### src/cpu_config.svh
`ifndef CPU_CONFIG_SVH
`define CPU_CONFIG_SVH

// Data path width
`define CPU_XLEN 32

// Register table size and index width
`define CPU_NREGS 32
`define CPU_REG_IDX_W 5

// Register stages in the multiplier
`define CPU_MUL_LATENCY 2

`endif

### src/cpu_pkg.sv
`include "cpu_config.svh"

package cpu_pkg;

    typedef logic [`CPU_XLEN-1:0] xlen_t;
    typedef logic [`CPU_REG_IDX_W-1:0] reg_idx_t;

    // Functional unit select
    typedef enum logic [1:0] {
        OP_ALU = 2'd0,
        OP_MUL = 2'd1,
        OP_DIV = 2'd2
    } op_type_e;

    typedef enum logic [3:0] {
        ALU_ADD  = 4'd0,
        ALU_SUB  = 4'd1,
        ALU_AND  = 4'd2,
        ALU_OR   = 4'd3,
        ALU_XOR  = 4'd4,
        ALU_SLT  = 4'd5,
        ALU_SLTU = 4'd6,
        ALU_SLL  = 4'd7,
        ALU_SRL  = 4'd8,
        ALU_SRA  = 4'd9
    } alu_op_e;

    typedef enum logic [1:0] {
        MUL_MUL   = 2'd0,
        MUL_MULH  = 2'd1,
        MUL_MULHU = 2'd2
    } mul_op_e;

    typedef enum logic [1:0] {
        DIV_DIV  = 2'd0,
        DIV_DIVU = 2'd1,
        DIV_REM  = 2'd2,
        DIV_REMU = 2'd3
    } div_op_e;

    typedef struct packed {
        op_type_e op_type;
        alu_op_e  alu_op;
        mul_op_e  mul_op;
        div_op_e  div_op;
        reg_idx_t rd;
        reg_idx_t rs1;
        reg_idx_t rs2;
        logic     use_imm;
        // Already sign-extended
        xlen_t    imm;
    } uop_t;

    typedef struct packed {
        uop_t  uop;
        // ALU result, or operand a for MUL and DIV
        xlen_t data;
        xlen_t data2;
        logic  value_valid;
    } ex_result_t;

    typedef struct packed {
        reg_idx_t rd;
        xlen_t    data;
    } wb_t;

    typedef enum logic [1:0] {
        IDLE = 2'd0,
        RUN  = 2'd1,
        DONE = 2'd2
    } div_state_e;

endpackage

### src/reg_file.sv
`timescale 1ns/1ps
`include "cpu_config.svh"

module reg_file (
    input  logic              clk,
    input  logic              resetn,
    input  cpu_pkg::reg_idx_t i_ra_sel,
    input  cpu_pkg::reg_idx_t i_rb_sel,
    output cpu_pkg::xlen_t    o_ra_data,
    output cpu_pkg::xlen_t    o_rb_data,
    input  logic              i_w_en,
    input  cpu_pkg::reg_idx_t i_w_sel,
    input  cpu_pkg::xlen_t    i_w_data
);

    localparam int NREGS = `CPU_NREGS;

    // x0 has no storage
    cpu_pkg::xlen_t regs_q [1:NREGS-1];

    always_ff @(posedge clk or negedge resetn) begin
        if (!resetn) begin
            for (int i = 1; i < NREGS; i++) begin
                regs_q[i] <= '0;
            end
        end else if (i_w_en && i_w_sel != '0) begin
            regs_q[i_w_sel] <= i_w_data;
        end
    end

    assign o_ra_data = (i_ra_sel == '0) ? '0 : regs_q[i_ra_sel];
    assign o_rb_data = (i_rb_sel == '0) ? '0 : regs_q[i_rb_sel];

    // Writeback from EX2 must carry a resolved destination
    a_w_sel_known: assert property (
        @(posedge clk) disable iff (!resetn)
        i_w_en |-> !$isunknown(i_w_sel)
    );

endmodule

### config.mk
export PLATFORM = sky130hd
export DESIGN_NAME = reg_file
export DESIGN_NICKNAME = d
export VERILOG_FILES = /design/src/cpu_pkg.sv /design/src/reg_file.sv
export VERILOG_INCLUDE_DIRS = /design/src
export SDC_FILE = /design/constraint.sdc
export NUM_CORES = 2
export LEC_CHECK = 0
export BUFFER_PORTS_ARGS = -buffer_cell sky130_fd_sc_hd__buf_4
export CAP_MARGIN = 20
export CORE_UTILIZATION = 60
export CTS_BUF_LIST = sky130_fd_sc_hd__clkbuf_4
export CTS_CLUSTER_DIAMETER = 50
export DETAILED_ROUTE_END_ITERATION = 10
export PLACE_DENSITY = 0.77
export REMOVE_ABC_BUFFERS = 1
export SLEW_MARGIN = 20
export SYNTH_ARGS = -nofsm -noshare
export SYNTH_HDL_FRONTEND = slang
export SYNTH_SLANG_ARGS = --single-unit
### constraint.sdc
create_clock -name clk -period 4.8 [get_ports clk]
set_clock_uncertainty 0.05 [all_clocks]
set_input_delay 0.96 -clock clk [delete_from_list [all_inputs] [get_ports clk]]
set_output_delay 0.96 -clock clk [all_outputs]
set_load 0.02 [all_outputs]
==> results.yml <==
place:
  port_buffers: 113
  gp_congestion: 0.862
  dpl.hpwl_um: 98200
  place_area_sq_mm: 0.0557
timing:
  fin_hold_ws_ps: 243
  grt_setup_unrepaired: "no"
  finalHoldViolCount: 0
  worst_pin_slew_ps: 1110
  fmax_mhz: 233
  slew_viol_final: 0
  period_needed_ps: 4300
  finalCritPeriodShare: 0.895
  slew-limit-headroom: 0.260
  setup_violations: 0
  tns_ps: 0
global_routing:
  grt_max_degree: 105
  grt_pass1_vias: 38830
  track_usage: 0.372
  grt_pass1_wl_um: 248000
  grt-ovfl-total: 0
  antenna_found_initial: 6
critical_path:
  cp_num_buf_inv: 3
  critPathLaunchType: "input port"
  worstPathCellList: "clkbuf_8, and2b_2, buf_12, a221oi_1, o32ai_1, o21a_1, buf_4"
  path_class: "input port to output port"
  critical-path-top-delay-family: "compound AO/OA/AOI/OAI gates"
  worst-path-max-fanout: 33
  r2r_start: "regs_q[29]"
  cp-end-kind: "output port"
  slowest_stage: "and2b_2"
  crit_required_ps: 3790
  slowest_delay_ps: 710
  worstPathArrival_ps: 3290
  crit_start: "i_ra_sel[1]"
  ff2ff_setup_slack_ps: 3920
die:
  io_pins: 114
  die_w_um: 301
  die_h_um: 301
  dieArea_sq_mm: 0.0904
  coreArea_sq_mm: 0.0884
  row_count: 109
  start_util: 0.605
finish:
  top_register: "regs_q"
  largest_reg_flops: 992
  final_area_sq_mm: 0.0590
  utilization: 0.668
  largest_registers: "regs_q x992"
  final_nets: 3811
  synthToLayoutAreaGrowth_pct: 10.3
  drive_above_1_share: 0.546
clock_tree:
  cts_sinks: 992
  root_buffer: "clkbuf_4"
  cts.reportedPaths.clkPinSlew_ps: 70
  post-cts-setup-buffers: 0
  htree_levels: 5
  cts_resized: 0
  clkLatencyLatePin_ps: 1150
  cts_tree: "built"
  cts_max_path_buffers: 4
  cts_made_buffers: 282
yosys:
  yosysTopAreaCell: "dfrtp_1"
  synth_edf_count: 0
  yosysSeqAreaShare: 0.464
  synthFlopType: "dfrtp_1"
  synth_area_sq_mm: 0.0535
  yosys_warnings: 0
  ys_types: 46
  synth_top_area_frac: 0.464
  synth_area_leaders: "dfrtp_1, mux2_2, mux4_2"
  async_reset_ff_frac: 1.00
  syn_area_per_cell_sq_um: 14.8
  ys_ff_latch: 992
  postSynthCellCount: 3612
drt:
  num_vias: 36538
  post_drt_wl_per_cell_um: 32.3
  drc: 0
  final_antenna_net_count: 0
  wirelength_um: 164000
  drt_iter0_drc: 3947
  first_pass_iters: 7
  avgViaCountPerCell: 7.18
power_and_ir_drop:
  p_leak_nw: 26.3
  vdd_drop_max_uv: 298
  p_per_area_mw_per_mm2: 409
hold_path:
  hp-start: "i_w_data[20]"
  hp-class: "input port to flip-flop"
run_status:
  status: "finished clean"
run:
  drv_cap: 0
## timing repair
item	4_1_cts	5_1_grt
endpoints found under the hold margin	88	0
setup endpoints to repair	0	0
hold buffers	1	0
## final timing paths
check,to,cells after the start
worst max-delay path,o_ra_data[9],7
worst min-delay path,regs_q[116],2
worst max register to register,regs_q[29],1
worst min register to register,regs_q[776],1
max in group asynchronous,regs_q[313],3
min in group asynchronous,regs_q[645],2
## synth_stat cells, types with 3 or more instances
| cell | count |
|---|---|
| a22o_1 | 4 |
| dfrtp_1 | 992 |
| a22oi_1 | 102 |
| mux2i_1 | 267 |
| mux2_2 | 1050 |
| inv_1 | 7 |
| buf_2 | 162 |
| mux2_1 | 19 |
| clkbuf_1 | 161 |
| nand2b_1 | 9 |
| nand3_1 | 16 |
| or3_1 | 7 |
| mux4_2 | 377 |
| o22a_1 | 16 |
| buf_1 | 16 |
| o31a_1 | 28 |
| o211ai_1 | 32 |
| a2111oi_0 | 10 |
| o32ai_1 | 8 |
| o21ai_0 | 8 |
| buf_6 | 14 |
| a221o_1 | 17 |
| nand2_1 | 21 |
| nor2b_1 | 44 |
| o21a_1 | 8 |
| o22ai_1 | 18 |
| and2_1 | 3 |
| a221oi_1 | 43 |
| nor2_1 | 33 |
| and3_1 | 29 |
| nor3_1 | 32 |
| buf_4 | 38 |
| a211oi_1 | 4 |
## cell families after synthesis
kind of cell | after synthesis | synth area share
and+or+nand+nor | 203 | 0.0205
AOI/OAI and AO/OA | 303 | 0.0451
buffers and inverters | 401 | 0.0366
DFF | 992 | 0.464
muxes | 1713 | 0.434
## routing by layer
metal	routed length, um	vias up	track usage
met5	91	-	0
met4	9290	8	0.211
met3	15700	616	0.0926
met2	77800	2281	0.576
met1	61600	19184	0.483
li1	-	14449	-
## metrics by stage
stage	power [W]	setup slack [ps]	instances
final	0.0241	502	5089
after global routing	0.0252	506	5088
after CTS	0.0242	539	5083
after detailed placement	0.0167	544	4641
after global placement	0.0162	564	4641
after floorplan	0.0146	-23.9	3220
## where the power goes
| part | internal, W | leakage [nW] | total [W] | switching (W) |
|---|---|---|---|---|
| clock | 0.00401 | 1.98 | 0.00752 | 0.00351 |
| sequential | 0.0100 | 12.7 | 0.0113 | 0.00129 |
| combinational | 0.00313 | 11.6 | 0.00533 | 0.00220 |
| total | 0.0171 | 26.3 | 0.0241 | 0.00700 |
## area by class of cell
type                    count  area, sq um
diodes                      6         15.0
clock buffers             402         3020
clock inverters            39          254
fillers                  6149        29400
inverters                   9         33.8
multi-input cells        2219        26900
flip-flops and latches    992        24800
well taps                1165         1460
repair buffers            257         2530
## cells in the final DEF (no fill, tap or decap), drive strengths merged, types with 6 or more instances in the layout
cell / count
a22oi: 102
clkinv: 30
mux2: 1069
buf: 255
a221oi: 43
nor3: 33
o211ai: 32
o21a: 8
o31a: 28
o21ai: 8
diode: 6
nand2b: 9
o32ai: 8
nor2: 34
mux4: 377
clkbuf: 403
o22ai: 18
o22a: 16
mux2i: 267
and3: 29
a221o: 17
nor2b: 44
dfrtp: 992
nand2: 21
inv: 14
a2111oi: 10
nand3: 16
or3: 7
No activity file was read; power rests on OpenSTA's default activity.
