$ cat src/cpu_config.svh
`ifndef CPU_CONFIG_SVH
`define CPU_CONFIG_SVH

// Data path width
`define CPU_XLEN 32

// Register table size and index width
`define CPU_NREGS 32
`define CPU_REG_IDX_W 5

// Register stages in the multiplier
`define CPU_MUL_LATENCY 2

`endif

$ cat src/cpu_pkg.sv
`include "cpu_config.svh"

package cpu_pkg;

    typedef logic [`CPU_XLEN-1:0] xlen_t;
    typedef logic [`CPU_REG_IDX_W-1:0] reg_idx_t;

    // Functional unit select
    typedef enum logic [1:0] {
        OP_ALU = 2'd0,
        OP_MUL = 2'd1,
        OP_DIV = 2'd2
    } op_type_e;

    typedef enum logic [3:0] {
        ALU_ADD  = 4'd0,
        ALU_SUB  = 4'd1,
        ALU_AND  = 4'd2,
        ALU_OR   = 4'd3,
        ALU_XOR  = 4'd4,
        ALU_SLT  = 4'd5,
        ALU_SLTU = 4'd6,
        ALU_SLL  = 4'd7,
        ALU_SRL  = 4'd8,
        ALU_SRA  = 4'd9
    } alu_op_e;

    typedef enum logic [1:0] {
        MUL_MUL   = 2'd0,
        MUL_MULH  = 2'd1,
        MUL_MULHU = 2'd2
    } mul_op_e;

    typedef enum logic [1:0] {
        DIV_DIV  = 2'd0,
        DIV_DIVU = 2'd1,
        DIV_REM  = 2'd2,
        DIV_REMU = 2'd3
    } div_op_e;

    typedef struct packed {
        op_type_e op_type;
        alu_op_e  alu_op;
        mul_op_e  mul_op;
        div_op_e  div_op;
        reg_idx_t rd;
        reg_idx_t rs1;
        reg_idx_t rs2;
        logic     use_imm;
        // Already sign-extended
        xlen_t    imm;
    } uop_t;

    typedef struct packed {
        uop_t  uop;
        // ALU result, or operand a for MUL and DIV
        xlen_t data;
        xlen_t data2;
        logic  value_valid;
    } ex_result_t;

    typedef struct packed {
        reg_idx_t rd;
        xlen_t    data;
    } wb_t;

    typedef enum logic [1:0] {
        IDLE = 2'd0,
        RUN  = 2'd1,
        DONE = 2'd2
    } div_state_e;

endpackage

$ cat src/operand_bypass.sv
`timescale 1ns/1ps

module operand_bypass (
    input  cpu_pkg::uop_t       i_uop,
    input  cpu_pkg::xlen_t      i_rf_a,
    input  cpu_pkg::xlen_t      i_rf_b,
    input  logic                i_ex1_valid,
    input  cpu_pkg::ex_result_t i_ex1,
    input  logic                i_ex2_busy,
    input  cpu_pkg::reg_idx_t   i_ex2_rd,
    input  logic                i_wb_valid,
    input  cpu_pkg::xlen_t      i_wb_data,
    output cpu_pkg::xlen_t      o_rs1,
    output cpu_pkg::xlen_t      o_rs2,
    output logic                o_stall
);

    cpu_pkg::reg_idx_t src [2];
    cpu_pkg::xlen_t    rf_val [2];
    cpu_pkg::xlen_t    fwd [2];
    logic              used [2];
    logic              wait_src [2];

    always_comb begin
        src[0] = i_uop.rs1;
        src[1] = i_uop.rs2;
        rf_val[0] = i_rf_a;
        rf_val[1] = i_rf_b;
        used[0] = 1'b1;
        // Immediate replaces rs2
        used[1] = !i_uop.use_imm;

        for (int i = 0; i < 2; i++) begin
            fwd[i] = rf_val[i];
            wait_src[i] = 1'b0;
            if (used[i] && src[i] != '0) begin
                // Older producer sitting in EX2
                if (i_ex2_busy && i_ex2_rd == src[i]) begin
                    fwd[i] = i_wb_data;
                    wait_src[i] = !i_wb_valid;
                end
                // Younger producer in EX1 wins
                if (i_ex1_valid && i_ex1.uop.rd == src[i]) begin
                    fwd[i] = i_ex1.data;
                    wait_src[i] = !i_ex1.value_valid;
                end
            end
        end
    end

    assign o_rs1 = fwd[0];
    assign o_rs2 = fwd[1];
    assign o_stall = wait_src[0] || wait_src[1];

endmodule

$ cat config.mk
export PLATFORM = sky130hd
export DESIGN_NAME = operand_bypass
export DESIGN_NICKNAME = d
export VERILOG_FILES = /design/src/cpu_pkg.sv /design/src/operand_bypass.sv
export VERILOG_INCLUDE_DIRS = /design/src
export SDC_FILE = /design/constraint.sdc
export NUM_CORES = 1
export LEC_CHECK = 0
export BUFFER_PORTS_ARGS = -buffer_cell sky130_fd_sc_hd__buf_4
export CORE_AREA = 2 2 136 138
export DETAILED_ROUTE_END_ITERATION = 10
export DIE_AREA = 0 0 138 140
export PLACE_DENSITY = 0.49
export SLEW_MARGIN = 20
export SYNTH_ARGS = -nofsm -noshare
export SYNTH_HDL_FRONTEND = slang
export SYNTH_SLANG_ARGS = --single-unit
$ cat constraint.sdc
create_clock -name vclk -period 2.7
set_input_delay 0.54 -clock vclk [all_inputs]
set_output_delay 0.54 -clock vclk [all_outputs]
set_load 0.02 [all_outputs]
==> load_flow_metrics.sql <==
INSERT INTO impl_metrics (metric_group, metric, value, unit) VALUES
('grt', 'track_usage', '11.6', '%'),
('timing', 'setup_violations', '0', ''),
('power', 'power.switching', '309', 'uW'),
('detailed_routing', 'drtIter0Drc', '121', ''),
('critical_path', 'endpoint_kind', 'primary output', ''),
('grt', 'wire_length_of_the_first_global_routing_pass', '18600', 'um'),
('power', 'power.internal', '342', 'uW'),
('power', 'combPwrFrac', '100.0', '%'),
('yosys', 'synth.yosys.seq_area_share', '0', '%'),
('layout', 'final_cell_mix', '219 x sky130_fd_sc_hd__buf_4, 66 x sky130_fd_sc_hd__nand2_1, 64 x sky130_fd_sc_hd__inv_1', ''),
('layout', 'final_core_utilization', '23.8', '%'),
('power', 'power_leakage', '0.00203', 'uW'),
('timing', 'finalHoldViolations', '0', ''),
('detailed_routing', 'finalWirelength', '12000', 'um'),
('floorplanning', 'starting_density_of_the_core', '11.9', '%'),
('critical_path', 'crit_arrival', '2100', 'ps'),
('yosys', 'syn_avg_cell_area', '6.26', 'um^2'),
('timing', 'measured_slew_at_the_worst_slew_check_pin', '375', 'ps'),
('detailed_routing', 'top_layer', 'met3', ''),
('flow_run', 'max_cap_violations', '0', ''),
('critical_path', 'critical_path.startpoint_type', 'primary input', ''),
('layout', 'final_design_area_no_fill', '4220', 'um^2'),
('place', 'buffer_ports.inserted', '218', ''),
('timing', 'totalNegativeSetupSlack', '0', 'ps'),
('hold_path', 'min_path_type', 'in2out', ''),
('detailed_routing', 'detailroute.wirelength.met3', '1020', 'um'),
('layout', 'final_common_cell', 'sky130_fd_sc_hd__buf_4', ''),
('layout', 'area_growth', '100', '%'),
('timing', 'timing.max_slew.rel_slack', '75.0', '%'),
('floorplanning', 'num_io_pins', '350', ''),
('detailed_routing', 'ant_nets', '0', ''),
('critical_path', 'cp_slowest_cell', 'sky130_fd_sc_hd__or4_4', ''),
('place', 'hpwl', '9840', 'um'),
('power', 'pwr-share-clk', '0', '%'),
('detailed_routing', 'via_count', '3322', ''),
('yosys', 'synth_nets', '622', ''),
('place', 'dp_slack', '-35.8', 'ps'),
('floorplanning', 'fp.dieArea', '19300', 'um^2'),
('grt', 'grt_start_max_net_pins', '35', ''),
('layout', 'clkbuf_count', '0', ''),
('place', 'global_placement_routability_congestion', '0.760', ''),
('detailed_routing', 'detail_route.wl_per_cell', '15.7', 'um'),
('grt', 'antenna_found_initial', '0', ''),
('layout', 'area.sequential', '0', 'um^2'),
('critical_path', 'crit_path_max_incr_delay', '550', 'ps'),
('place', 'placed_area', '4140', 'um^2'),
('detailed_routing', 'vias_per_cell', '4.33', ''),
('timing', 'final.min_clock_period', '2640', 'ps'),
('power', 'vdd.ir_drop.worst', '0.0501', 'mV'),
('grt', 'globalRoute.totalOverflow', '0', ''),
('layout', 'drive_gt1_share', '51.4', '%'),
('detailed_routing', 'first_pass_iteration_count_of_the_detailed_router', '4', ''),
('yosys', 'synthDistinctLibCells', '26', ''),
('layout', 'final_net_count', '826', ''),
('timing', 'layout_setup_ws', '62.0', 'ps'),
('grt', 'number_of_global_route_vias_before_repair', '3360', ''),
('critical_path', 'worst_path_top_cell_family_by_delay', 'simple AND/OR/NAND/NOR gates', ''),
('layout', 'fillCellCount', '2024', ''),
('critical_path', 'worst-path-buf-inv', '3', ''),
('floorplanning', 'fp.dieW', '138', 'um'),
('layout', 'flops_and_latches', '0', ''),
('detailed_routing', 'final_routed_drc_violation_total', '0', ''),
('timing', 'crit_share_post_route', '97.7', '%'),
('critical_path', 'crit_path_max_fanout', '32', ''),
('detailed_routing', 'routed_length_on_met1', '5240', 'um'),
('power', 'power_per_cell_area', '154', 'nW/um^2'),
('floorplanning', 'fp.dieH', '140', 'um'),
('timing', 'clock.fmax', '379', 'MHz'),
('critical_path', 'critPathKind', 'in2out', ''),
('critical_path', 'crit_path_cell_trace', 'buf_4 -> or4_4 -> nor2_4 -> nor2_4 -> buf_4 -> nand3_1 -> o221ai_4 -> buf_6', ''),
('layout', 'diodes', '0', ''),
('power', 'sw_frac_of_total', '47.4', '%'),
('power', 'share_seq_of_total_power', '0', '%'),
('timing', 'fin_worst_hold_slack', '1430', 'ps'),
('timing', 'fin_max_slew_vios', '0', ''),
('timing', 'grt_setup_unrepaired', 'yes', ''),
('critical_path', 'worstPathRequired', '2160', 'ps'),
('detailed_routing', 'route.met2.wl', '5760', 'um'),
('yosys', 'ys_warn_count', '0', ''),
('yosys', 'synthesis.area', '2110', 'um^2'),
('yosys', 'synthCells', '337', ''),
('floorplanning', 'core_region_area', '17800', 'um^2'),
('floorplanning', 'num_rows', '49', ''),
('run_status', 'run_status', 'completed', '');
==> stage by stage <==
step / std cells / total power, uW
after global routing: 768 / 701
after CTS: 768 / 651
after detailed placement: 768 / 643
after global placement: 768 / 643
final: 768 / 650
after floorplan: 337 / 288
==> cell type report <==
class | instances | area [um^2] | share of cell area, %
Inverter | 64 | 240 | 5.69
Multi-Input combinational cell | 236 | 1720 | 40.8
Tap cell | 229 | 287 | 6.78
Timing Repair Buffer | 239 | 1970 | 46.7
==> worst paths after layout <==
check                 start        end  slack [ps]  cells past startpoint
setup / recovery  i_uop[34]  o_rs2[12]          60                      8
hold / removal    i_ex1[42]   o_rs2[9]        1430                      4
==> metal layers <==
layer / vias up / GRT usage, %
met5: - / 0
met4: 0 / 0
met3: 0 / 2.53
met2: 168 / 20.4
met1: 1525 / 15.5
li1: 1629 / -
==> repair_timing <==
item	4_1_cts	5_1_grt
gates cloned	0	0
setup buffers	0	0
gates resized for setup	5	13
setup endpoints to repair	4	34
pin swaps	0	6
hold buffers	0	0
hold endpoints to repair	0	0
==> power by group through the flow <==
stage / sequential (uW) / clock, uW / combinational, uW
4_1_cts: 0 / 0 / 651
2_1_floorplan: 0 / 0 / 288
6_report: 0 / 0 / 650
3_3_place_gp: 0 / 0 / 643
3_5_place_dp: 0 / 0 / 643
5_1_grt: 0 / 0 / 701
==> cell families after synthesis <==
group | after synthesis | synth area share, %
AOI/OAI and AO/OA | 69 | 35.8
xor gates and xnor gates | 20 | 8.30
buffers and inverters | 101 | 22.4
and+or+nand+nor | 147 | 33.5
==> synthesized netlist by cell type (2+ instances only) <==
| cell | instances | area share, % |
|---|---|---|
| sky130_fd_sc_hd__nor2_2 | 2 | 0.59 |
| sky130_fd_sc_hd__and3_1 | 2 | 0.59 |
| sky130_fd_sc_hd__inv_1 | 64 | 11 |
| sky130_fd_sc_hd__buf_4 | 3 | 1.1 |
| sky130_fd_sc_hd__buf_2 | 11 | 2.6 |
| sky130_fd_sc_hd__nand2_1 | 67 | 12 |
| sky130_fd_sc_hd__buf_6 | 9 | 4.8 |
| sky130_fd_sc_hd__nor4_1 | 2 | 0.59 |
| sky130_fd_sc_hd__o221ai_2 | 24 | 17 |
| sky130_fd_sc_hd__nand4_1 | 34 | 10 |
| sky130_fd_sc_hd__buf_1 | 2 | 0.36 |
| sky130_fd_sc_hd__xnor2_1 | 12 | 5.0 |
| sky130_fd_sc_hd__clkbuf_1 | 12 | 2.1 |
| sky130_fd_sc_hd__nand3_1 | 32 | 7.6 |
| sky130_fd_sc_hd__nor2_1 | 3 | 0.53 |
| sky130_fd_sc_hd__o221ai_1 | 41 | 17 |
| sky130_fd_sc_hd__xor2_1 | 8 | 3.3 |
(Power assumes the default switching activity.)
