==> src/cpu_config.svh <==
`ifndef CPU_CONFIG_SVH
`define CPU_CONFIG_SVH

// Data path width
`define CPU_XLEN 32

// Register table size and index width
`define CPU_NREGS 32
`define CPU_REG_IDX_W 5

// Register stages in the multiplier
`define CPU_MUL_LATENCY 2

`endif

==> src/cpu_pkg.sv <==
`include "cpu_config.svh"

package cpu_pkg;

    typedef logic [`CPU_XLEN-1:0] xlen_t;
    typedef logic [`CPU_REG_IDX_W-1:0] reg_idx_t;

    // Functional unit select
    typedef enum logic [1:0] {
        OP_ALU = 2'd0,
        OP_MUL = 2'd1,
        OP_DIV = 2'd2
    } op_type_e;

    typedef enum logic [3:0] {
        ALU_ADD  = 4'd0,
        ALU_SUB  = 4'd1,
        ALU_AND  = 4'd2,
        ALU_OR   = 4'd3,
        ALU_XOR  = 4'd4,
        ALU_SLT  = 4'd5,
        ALU_SLTU = 4'd6,
        ALU_SLL  = 4'd7,
        ALU_SRL  = 4'd8,
        ALU_SRA  = 4'd9
    } alu_op_e;

    typedef enum logic [1:0] {
        MUL_MUL   = 2'd0,
        MUL_MULH  = 2'd1,
        MUL_MULHU = 2'd2
    } mul_op_e;

    typedef enum logic [1:0] {
        DIV_DIV  = 2'd0,
        DIV_DIVU = 2'd1,
        DIV_REM  = 2'd2,
        DIV_REMU = 2'd3
    } div_op_e;

    typedef struct packed {
        op_type_e op_type;
        alu_op_e  alu_op;
        mul_op_e  mul_op;
        div_op_e  div_op;
        reg_idx_t rd;
        reg_idx_t rs1;
        reg_idx_t rs2;
        logic     use_imm;
        // Already sign-extended
        xlen_t    imm;
    } uop_t;

    typedef struct packed {
        uop_t  uop;
        // ALU result, or operand a for MUL and DIV
        xlen_t data;
        xlen_t data2;
        logic  value_valid;
    } ex_result_t;

    typedef struct packed {
        reg_idx_t rd;
        xlen_t    data;
    } wb_t;

    typedef enum logic [1:0] {
        IDLE = 2'd0,
        RUN  = 2'd1,
        DONE = 2'd2
    } div_state_e;

endpackage

==> src/div_unit.sv <==
`timescale 1ns/1ps
`include "cpu_config.svh"

module div_unit (
    input  logic             clk,
    input  logic             resetn,
    input  logic             i_start,
    input  cpu_pkg::div_op_e i_op,
    input  cpu_pkg::xlen_t   i_a,
    input  cpu_pkg::xlen_t   i_b,
    output logic             o_valid,
    output cpu_pkg::xlen_t   o_value
);

    localparam int XLEN  = `CPU_XLEN;
    localparam int CNT_W = $clog2(XLEN + 1);

    cpu_pkg::div_state_e state_q;
    logic [CNT_W-1:0]    cnt_q;

    cpu_pkg::xlen_t rem_q;
    cpu_pkg::xlen_t quo_q;
    cpu_pkg::xlen_t dvs_q;
    logic           neg_quo_q;
    logic           neg_rem_q;
    logic           use_rem_q;

    logic           is_signed;
    logic           a_neg;
    logic           b_neg;
    cpu_pkg::xlen_t a_mag;
    cpu_pkg::xlen_t b_mag;
    logic [XLEN:0]  trial;
    cpu_pkg::xlen_t quo_fix;
    cpu_pkg::xlen_t rem_fix;

    always_comb begin
        is_signed = i_op == cpu_pkg::DIV_DIV || i_op == cpu_pkg::DIV_REM;
        a_neg = is_signed && i_a[XLEN-1];
        b_neg = is_signed && i_b[XLEN-1];
        a_mag = a_neg ? -i_a : i_a;
        b_mag = b_neg ? -i_b : i_b;
    end

    // Shift in next dividend bit and try the subtract
    assign trial = {rem_q, quo_q[XLEN-1]} - {1'b0, dvs_q};

    always_ff @(posedge clk or negedge resetn) begin
        if (!resetn) begin
            state_q <= cpu_pkg::IDLE;
            cnt_q <= '0;
        end else begin
            case (state_q)
                cpu_pkg::IDLE: begin
                    if (i_start) begin
                        state_q <= cpu_pkg::RUN;
                        cnt_q <= CNT_W'(XLEN);
                    end
                end
                cpu_pkg::RUN: begin
                    cnt_q <= cnt_q - 1'b1;
                    if (cnt_q == CNT_W'(1)) begin
                        state_q <= cpu_pkg::DONE;
                    end
                end
                cpu_pkg::DONE: state_q <= cpu_pkg::IDLE;
                default: state_q <= cpu_pkg::IDLE;
            endcase
        end
    end

    always_ff @(posedge clk) begin
        if (state_q == cpu_pkg::IDLE && i_start) begin
            rem_q <= '0;
            quo_q <= a_mag;
            dvs_q <= b_mag;
            // Zero divisor leaves all ones and the dividend unsigned
            neg_quo_q <= (a_neg ^ b_neg) && (i_b != '0);
            neg_rem_q <= a_neg;
            use_rem_q <= i_op == cpu_pkg::DIV_REM || i_op == cpu_pkg::DIV_REMU;
        end else if (state_q == cpu_pkg::RUN) begin
            if (!trial[XLEN]) begin
                rem_q <= trial[XLEN-1:0];
                quo_q <= {quo_q[XLEN-2:0], 1'b1};
            end else begin
                rem_q <= {rem_q[XLEN-2:0], quo_q[XLEN-1]};
                quo_q <= {quo_q[XLEN-2:0], 1'b0};
            end
        end
    end

    // Most negative over -1 wraps back to itself with rem 0
    assign quo_fix = neg_quo_q ? -quo_q : quo_q;
    assign rem_fix = neg_rem_q ? -rem_q : rem_q;

    assign o_valid = state_q == cpu_pkg::DONE;
    assign o_value = use_rem_q ? rem_fix : quo_fix;

    a_start_idle: assert property (
        @(posedge clk) disable iff (!resetn)
        i_start |-> state_q == cpu_pkg::IDLE
    );

endmodule

==> src/mul_unit.sv <==
`timescale 1ns/1ps
`include "cpu_config.svh"

module mul_unit (
    input  logic             clk,
    input  logic             resetn,
    input  logic             i_start,
    input  cpu_pkg::mul_op_e i_op,
    input  cpu_pkg::xlen_t   i_a,
    input  cpu_pkg::xlen_t   i_b,
    output logic             o_valid,
    output cpu_pkg::xlen_t   o_value
);

    localparam int XLEN = `CPU_XLEN;
    localparam int LAT  = `CPU_MUL_LATENCY;

    logic signed [XLEN:0]     a_ext;
    logic signed [XLEN:0]     b_ext;
    logic signed [2*XLEN+1:0] full;

    logic [LAT-1:0]    vld_q;
    logic [LAT-1:0]    hi_q;
    logic [2*XLEN-1:0] prod_q [LAT];

    // Sign extension only for MULH
    always_comb begin
        a_ext = {i_op == cpu_pkg::MUL_MULH && i_a[XLEN-1], i_a};
        b_ext = {i_op == cpu_pkg::MUL_MULH && i_b[XLEN-1], i_b};
        full = a_ext * b_ext;
    end

    always_ff @(posedge clk or negedge resetn) begin
        if (!resetn) begin
            vld_q <= '0;
        end else begin
            vld_q <= LAT'({vld_q, i_start});
        end
    end

    always_ff @(posedge clk) begin
        hi_q <= LAT'({hi_q, i_op != cpu_pkg::MUL_MUL});
        if (i_start) begin
            prod_q[0] <= full[2*XLEN-1:0];
        end
        for (int i = 1; i < LAT; i++) begin
            if (vld_q[i-1]) begin
                prod_q[i] <= prod_q[i-1];
            end
        end
    end

    assign o_valid = vld_q[LAT-1];
    assign o_value = hi_q[LAT-1] ? prod_q[LAT-1][2*XLEN-1:XLEN] : prod_q[LAT-1][XLEN-1:0];

endmodule

==> src/stage_ex2.sv <==
`timescale 1ns/1ps

module stage_ex2 (
    input  logic                clk,
    input  logic                resetn,
    input  logic                i_valid,
    output logic                o_ready,
    input  cpu_pkg::ex_result_t i_ex,
    output logic                o_busy,
    output cpu_pkg::reg_idx_t   o_rd,
    output logic                o_wb_valid,
    output cpu_pkg::wb_t        o_wb
);

    logic                busy_q;
    logic                start_q;
    logic                enter;
    cpu_pkg::ex_result_t ex_q;

    logic           mul_valid;
    cpu_pkg::xlen_t mul_value;
    logic           div_valid;
    cpu_pkg::xlen_t div_value;
    logic           fire;
    cpu_pkg::xlen_t wb_data;

    // Ready comes back in the writeback cycle
    assign o_ready = !busy_q || o_wb_valid;
    assign enter = i_valid && o_ready;

    always_ff @(posedge clk or negedge resetn) begin
        if (!resetn) begin
            busy_q <= 1'b0;
            start_q <= 1'b0;
        end else begin
            start_q <= enter && i_ex.uop.op_type != cpu_pkg::OP_ALU;
            if (enter) begin
                busy_q <= 1'b1;
            end else if (o_wb_valid) begin
                busy_q <= 1'b0;
            end
        end
    end

    always_ff @(posedge clk) begin
        if (enter) begin
            ex_q <= i_ex;
        end
    end

    // Units start one cycle after entry from the latched operands
    mul_unit u_mul (
        .clk     (clk),
        .resetn  (resetn),
        .i_start (start_q && ex_q.uop.op_type == cpu_pkg::OP_MUL),
        .i_op    (ex_q.uop.mul_op),
        .i_a     (ex_q.data),
        .i_b     (ex_q.data2),
        .o_valid (mul_valid),
        .o_value (mul_value)
    );

    div_unit u_div (
        .clk     (clk),
        .resetn  (resetn),
        .i_start (start_q && ex_q.uop.op_type == cpu_pkg::OP_DIV),
        .i_op    (ex_q.uop.div_op),
        .i_a     (ex_q.data),
        .i_b     (ex_q.data2),
        .o_valid (div_valid),
        .o_value (div_value)
    );

    always_comb begin
        case (ex_q.uop.op_type)
            cpu_pkg::OP_MUL: begin
                fire = mul_valid;
                wb_data = mul_value;
            end
            cpu_pkg::OP_DIV: begin
                fire = div_valid;
                wb_data = div_value;
            end
            default: begin
                fire = 1'b1;
                wb_data = ex_q.data;
            end
        endcase
    end

    assign o_wb_valid = busy_q && fire;
    assign o_wb.rd = ex_q.uop.rd;
    assign o_wb.data = wb_data;
    assign o_busy = busy_q;
    assign o_rd = ex_q.uop.rd;

    // A unit only completes for the op that owns EX2
    a_unit_done_busy: assert property (
        @(posedge clk) disable iff (!resetn)
        (mul_valid || div_valid) |-> busy_q
    );

endmodule

==> config.mk <==
export PLATFORM = sky130hd
export DESIGN_NAME = stage_ex2
export DESIGN_NICKNAME = d
export VERILOG_FILES = /design/src/cpu_pkg.sv /design/src/div_unit.sv /design/src/mul_unit.sv /design/src/stage_ex2.sv
export VERILOG_INCLUDE_DIRS = /design/src
export SDC_FILE = /design/constraint.sdc
export NUM_CORES = 2
export LEC_CHECK = 0
export ABC_CLOCK_PERIOD_IN_PS = 7400
export BUFFER_PORTS_ARGS = -buffer_cell sky130_fd_sc_hd__buf_2
export CAP_MARGIN = 20
export CELL_PAD_IN_SITES_DETAIL_PLACEMENT = 0
export CELL_PAD_IN_SITES_GLOBAL_PLACEMENT = 1
export CORE_MARGIN = 8
export CORE_UTILIZATION = 43
export CTS_BUF_LIST = sky130_fd_sc_hd__clkbuf_16
export DETAILED_ROUTE_END_ITERATION = 12
export GPL_ROUTABILITY_DRIVEN = 1
export GPL_TIMING_DRIVEN = 0
export PLACE_DENSITY_LB_ADDON = 0.1
export SYNTH_ARGS = -nofsm -noshare
export SYNTH_HDL_FRONTEND = slang
export SYNTH_SLANG_ARGS = --single-unit
==> constraint.sdc <==
create_clock -name clk -period 7.4 [get_ports clk]
set_input_delay 2.22 -clock clk [delete_from_list [all_inputs] [get_ports clk]]
set_output_delay 2.22 -clock clk [all_outputs]
set_load 0.1 [all_outputs]
==> flow_summary.ini <==
[status]
outcome = complete, but fails checks
failed_checks = negative setup slack

[sta]
rsz_0062_raised_after_global_routing = yes
tightestPinTransition_ps = 988
final.period_utilization = 1.15
final_worst_path_setup_slack_ps = -1110
skew_ps = 29.0
hold_viol_final = 0
report.final.slew_viol_count = 0
setup-violations-final = 30
highest_clock_rate_ghz = 0.118
worst_slew_slack_as_a_fraction_of_its_limit = 0.335
finalWorstPathRequiredPeriod_ps = 8510

[worst_setup_path]
critPathMaxStageDelay_ps = 550
worstSetupPathType = flop to flop
timing.critical_path.from_type = flop
rr_startpoint = ex_q[57]$_DFFE_PP_
crit_cells = 28
cp_slowest_cell = fa_1
crit_path_end_kind = flop
critical_path_peak_fanout = 9
worstReg2RegEnd = u_mul.prod_q[0][59]$_DFFE_PP_
cp_common_cell = fa_1
crit_arrival_ps = 8830
cp_data_required_time_ps = 7720
rrSetupSlack_ps = -1110
cpLargestDelayFamily = adder cells
critPathBufInv = 8
worst_setup_path_startpoint = ex_q[57]$_DFFE_PP_
ff2ff_path_depth = 28
worst_setup_path_endpoint = u_mul.prod_q[0][59]$_DFFE_PP_

[synth]
synthArstFlopShare = 0.0380
synth-edff-count = 270
yosys_warnings = 0
mappedNetlistArea_sq_um = 53500
synth-seq-cells = 316
mappedNetlistNets = 7161
sequential_cell_area_fraction_in_the_yosys_report = 0.170
synth_top_cell_by_area = fa_1
syn-instance-count = 5657
postSynthAreaPerCell_sq_um = 9.46
synthTopCellsByArea = fa_1 42%, edfxtp_1 15%, inv_1 9.0%
share_of_the_synthesized_area_in_the_top_cell_type = 0.421
yosys.cell_types.count = 68
synth_flop_cell = edfxtp_1

[layout]
num-fill-cells = 11800
signed_area_change_from_the_synthesized_netlist_to_the_final_layout_pct = 17.9
final_net_count = 7559
postLayoutCoreUtil = 0.510
final_layout_size_suffix_gt1_frac = 0.166

[hold_path]
hold_depth = 0
hold_start = u_mul.hi_q[0]$_DFF_P_
holdCritPathClass = flop to flop

[detailed_routing]
detail_route.iter0.violations = 3950
antenna_left = 0
wl_per_cell_um = 27.2
drcViolationCount = 0
drt_wl_total_um = 210000
route.detailed.vias_per_inst = 5.36
vias = 41400
drtPass1Iterations = 6

[clock_network]
cts_root_buf = clkbuf_16
cts_sinks = 316
tritoncts = built
cts_made_buffers = 37
clk-insertion-delay-late_ps = 560
clockBufferDepth = 3
clk_pin_slew_worst_paths_ps = 60
htreeDepth = 2

[global_route]
pin_count_of_the_biggest_net_entering_global_routing = 66
grt_pass1_vias = 43200
groute.usage.overall = 0.308
wire_length_of_the_first_global_routing_pass_um = 305000
antenna_found_initial = 16
overflow = 0

[run]
drv_cap = 0

[floorplanning]
floorplan.die.height_um = 369
die_x_um = 369
core_sq_um = 124000
num_io_pins = 171
start_util = 0.433
rows = 129
die_area_sq_um = 136000

[place]
weighted_congestion_reported_at_the_end_of_routability_driven_placement = 0.956
port_buffers = 122
detailedPlacementHpwl_um = 171000
==> state kept, by name, summed over array words and instances (netlist names), 2 cells and up <==
register / count
u_div.cnt_q: 6
u_div.dvs_q: 32
o_rd: 5
ex_q: 70
u_mul.vld_q: 2
u_div.rem_q: 32
u_mul.prod_q: 128
u_mul.hi_q: 2
u_div.state_q: 2
u_div.quo_q: 32
==> per-layer routing <==
layer  routed length, um  share of wire  vias to the layer above  track usage
li1                    -              -                    17800            -
met1               87400           0.42                    21500        0.424
met5                  28        0.00013                        -            0
met4               10600          0.050                        4        0.121
met2               94300           0.45                     1669        0.482
met3               18000          0.086                      343       0.0599
==> synthesized netlist by cell type (17+ instances only) <==
cell	n
a21o_1	44
a21oi_1	137
a221oi_1	35
a31oi_1	19
and2_1	180
and3_1	30
buf_1	30
clkbuf_1	287
dfxtp_1	34
edfxtp_1	270
fa_1	1126
ha_1	252
inv_1	1278
mux2_2	34
mux2i_1	31
nand2_1	975
nand3_1	25
nor2_1	196
nor2b_1	17
nor3_1	26
o21ai_0	167
o31ai_1	28
xnor2_1	145
xor2_1	71
==> through the flow <==
stage / hold slack [ps] / area (sq um) / std cells / setup WS, ps / setup TNS (ps)
detailed placement: 320 / 57100 / 7444 / -2970 / -72240
CTS: 334 / 61600 / 7643 / -1050 / -16950
global route: 338 / 63100 / 7718 / -1310 / -23930
floorplan: 310 / 53900 / 5657 / -291 / -1690
finish: 332 / 63100 / 7724 / -1110 / -17640
global placement: 315 / 56500 / 7416 / -3640 / -98910
==> worst min-delay path by stage <==
stage | endpoint | slack, ps
floorplan | u_mul.hi_q[1]$_DFF_P_ | 310
global placement | u_mul.hi_q[1]$_DFF_P_ | 310
detailed placement | u_mul.hi_q[1]$_DFF_P_ | 320
CTS | u_mul.hi_q[1]$_DFF_P_ | 330
global route | u_mul.hi_q[1]$_DFF_P_ | 340
finish | u_mul.hi_q[1]$_DFF_P_ | 330
==> final cells by class <==
cell class | instances | area (sq um) | area share
Multi-Input combinational cell | 3729 | 39800 | 0.631
Sequential cell | 316 | 9090 | 0.144
Inverter | 1281 | 4890 | 0.0775
Timing Repair Buffer | 406 | 3480 | 0.0552
Buffer | 284 | 2680 | 0.0425
Tap cell | 1637 | 2050 | 0.0325
Clock buffer | 37 | 926 | 0.0147
Clock inverter | 28 | 159 | 0.00252
Antenna cell | 6 | 15.0 | 0.000238
==> worst register-to-register path, delay by kind of cell (launching register included) <==
kind / cells / cell delay, ps
buf+inv: 8 / 990
xor+xnor: 1 / 390
compound gates: 8 / 1730
fa+ha+maj: 9 / 4450
simple gates: 2 / 250
flops: 1 / 490
==> placed cells by master, fill, tap and decap left out, types with 29 or more instances in the layout <==
cell / Yosys / routed
a21o_1: 44 / 44
a21oi_1: 137 / 117
a221oi_1: 35 / 32
and2_1: 180 / 169
buf_12: 0 / 43
buf_2: 0 / 129
buf_4: 10 / 226
buf_6: 3 / 59
buf_8: 1 / 38
clkbuf_1: 287 / 68
clkbuf_16: 0 / 58
clkbuf_2: 0 / 45
clkbuf_8: 0 / 29
dfxtp_1: 34 / 34
edfxtp_1: 270 / 270
fa_1: 1126 / 1068
fa_2: 0 / 58
ha_1: 252 / 218
inv_1: 1278 / 1220
inv_2: 0 / 45
mux2_2: 34 / 34
mux2i_1: 31 / 31
nand2_1: 975 / 963
nor2_1: 196 / 188
o21ai_0: 167 / 139
xnor2_1: 145 / 133
xor2_1: 71 / 62
==> timing repair <==
item,4_1_cts,5_1_grt
pin swaps,116,165
setup buffers,176,78
gates cloned,1,3
setup endpoints to repair,51,44
hold buffers,0,0
resized for setup,541,341
==> cell families after synthesis <==
logic type | count (synthesis) | synth area share
AND/OR/NAND/NOR | 1539 | 0.125
buffers and inverters | 1612 | 0.114
AO/OA/AOI/OAI | 530 | 0.0621
flip-flops | 316 | 0.170
XOR/XNOR | 216 | 0.0354
adder cells (fa/ha/maj) | 1378 | 0.480
multiplexers | 66 | 0.0132
Power is left out: the tool's default activity adds up to more than one toggle a clock period on the data nets, which glitch-free logic cannot reach.
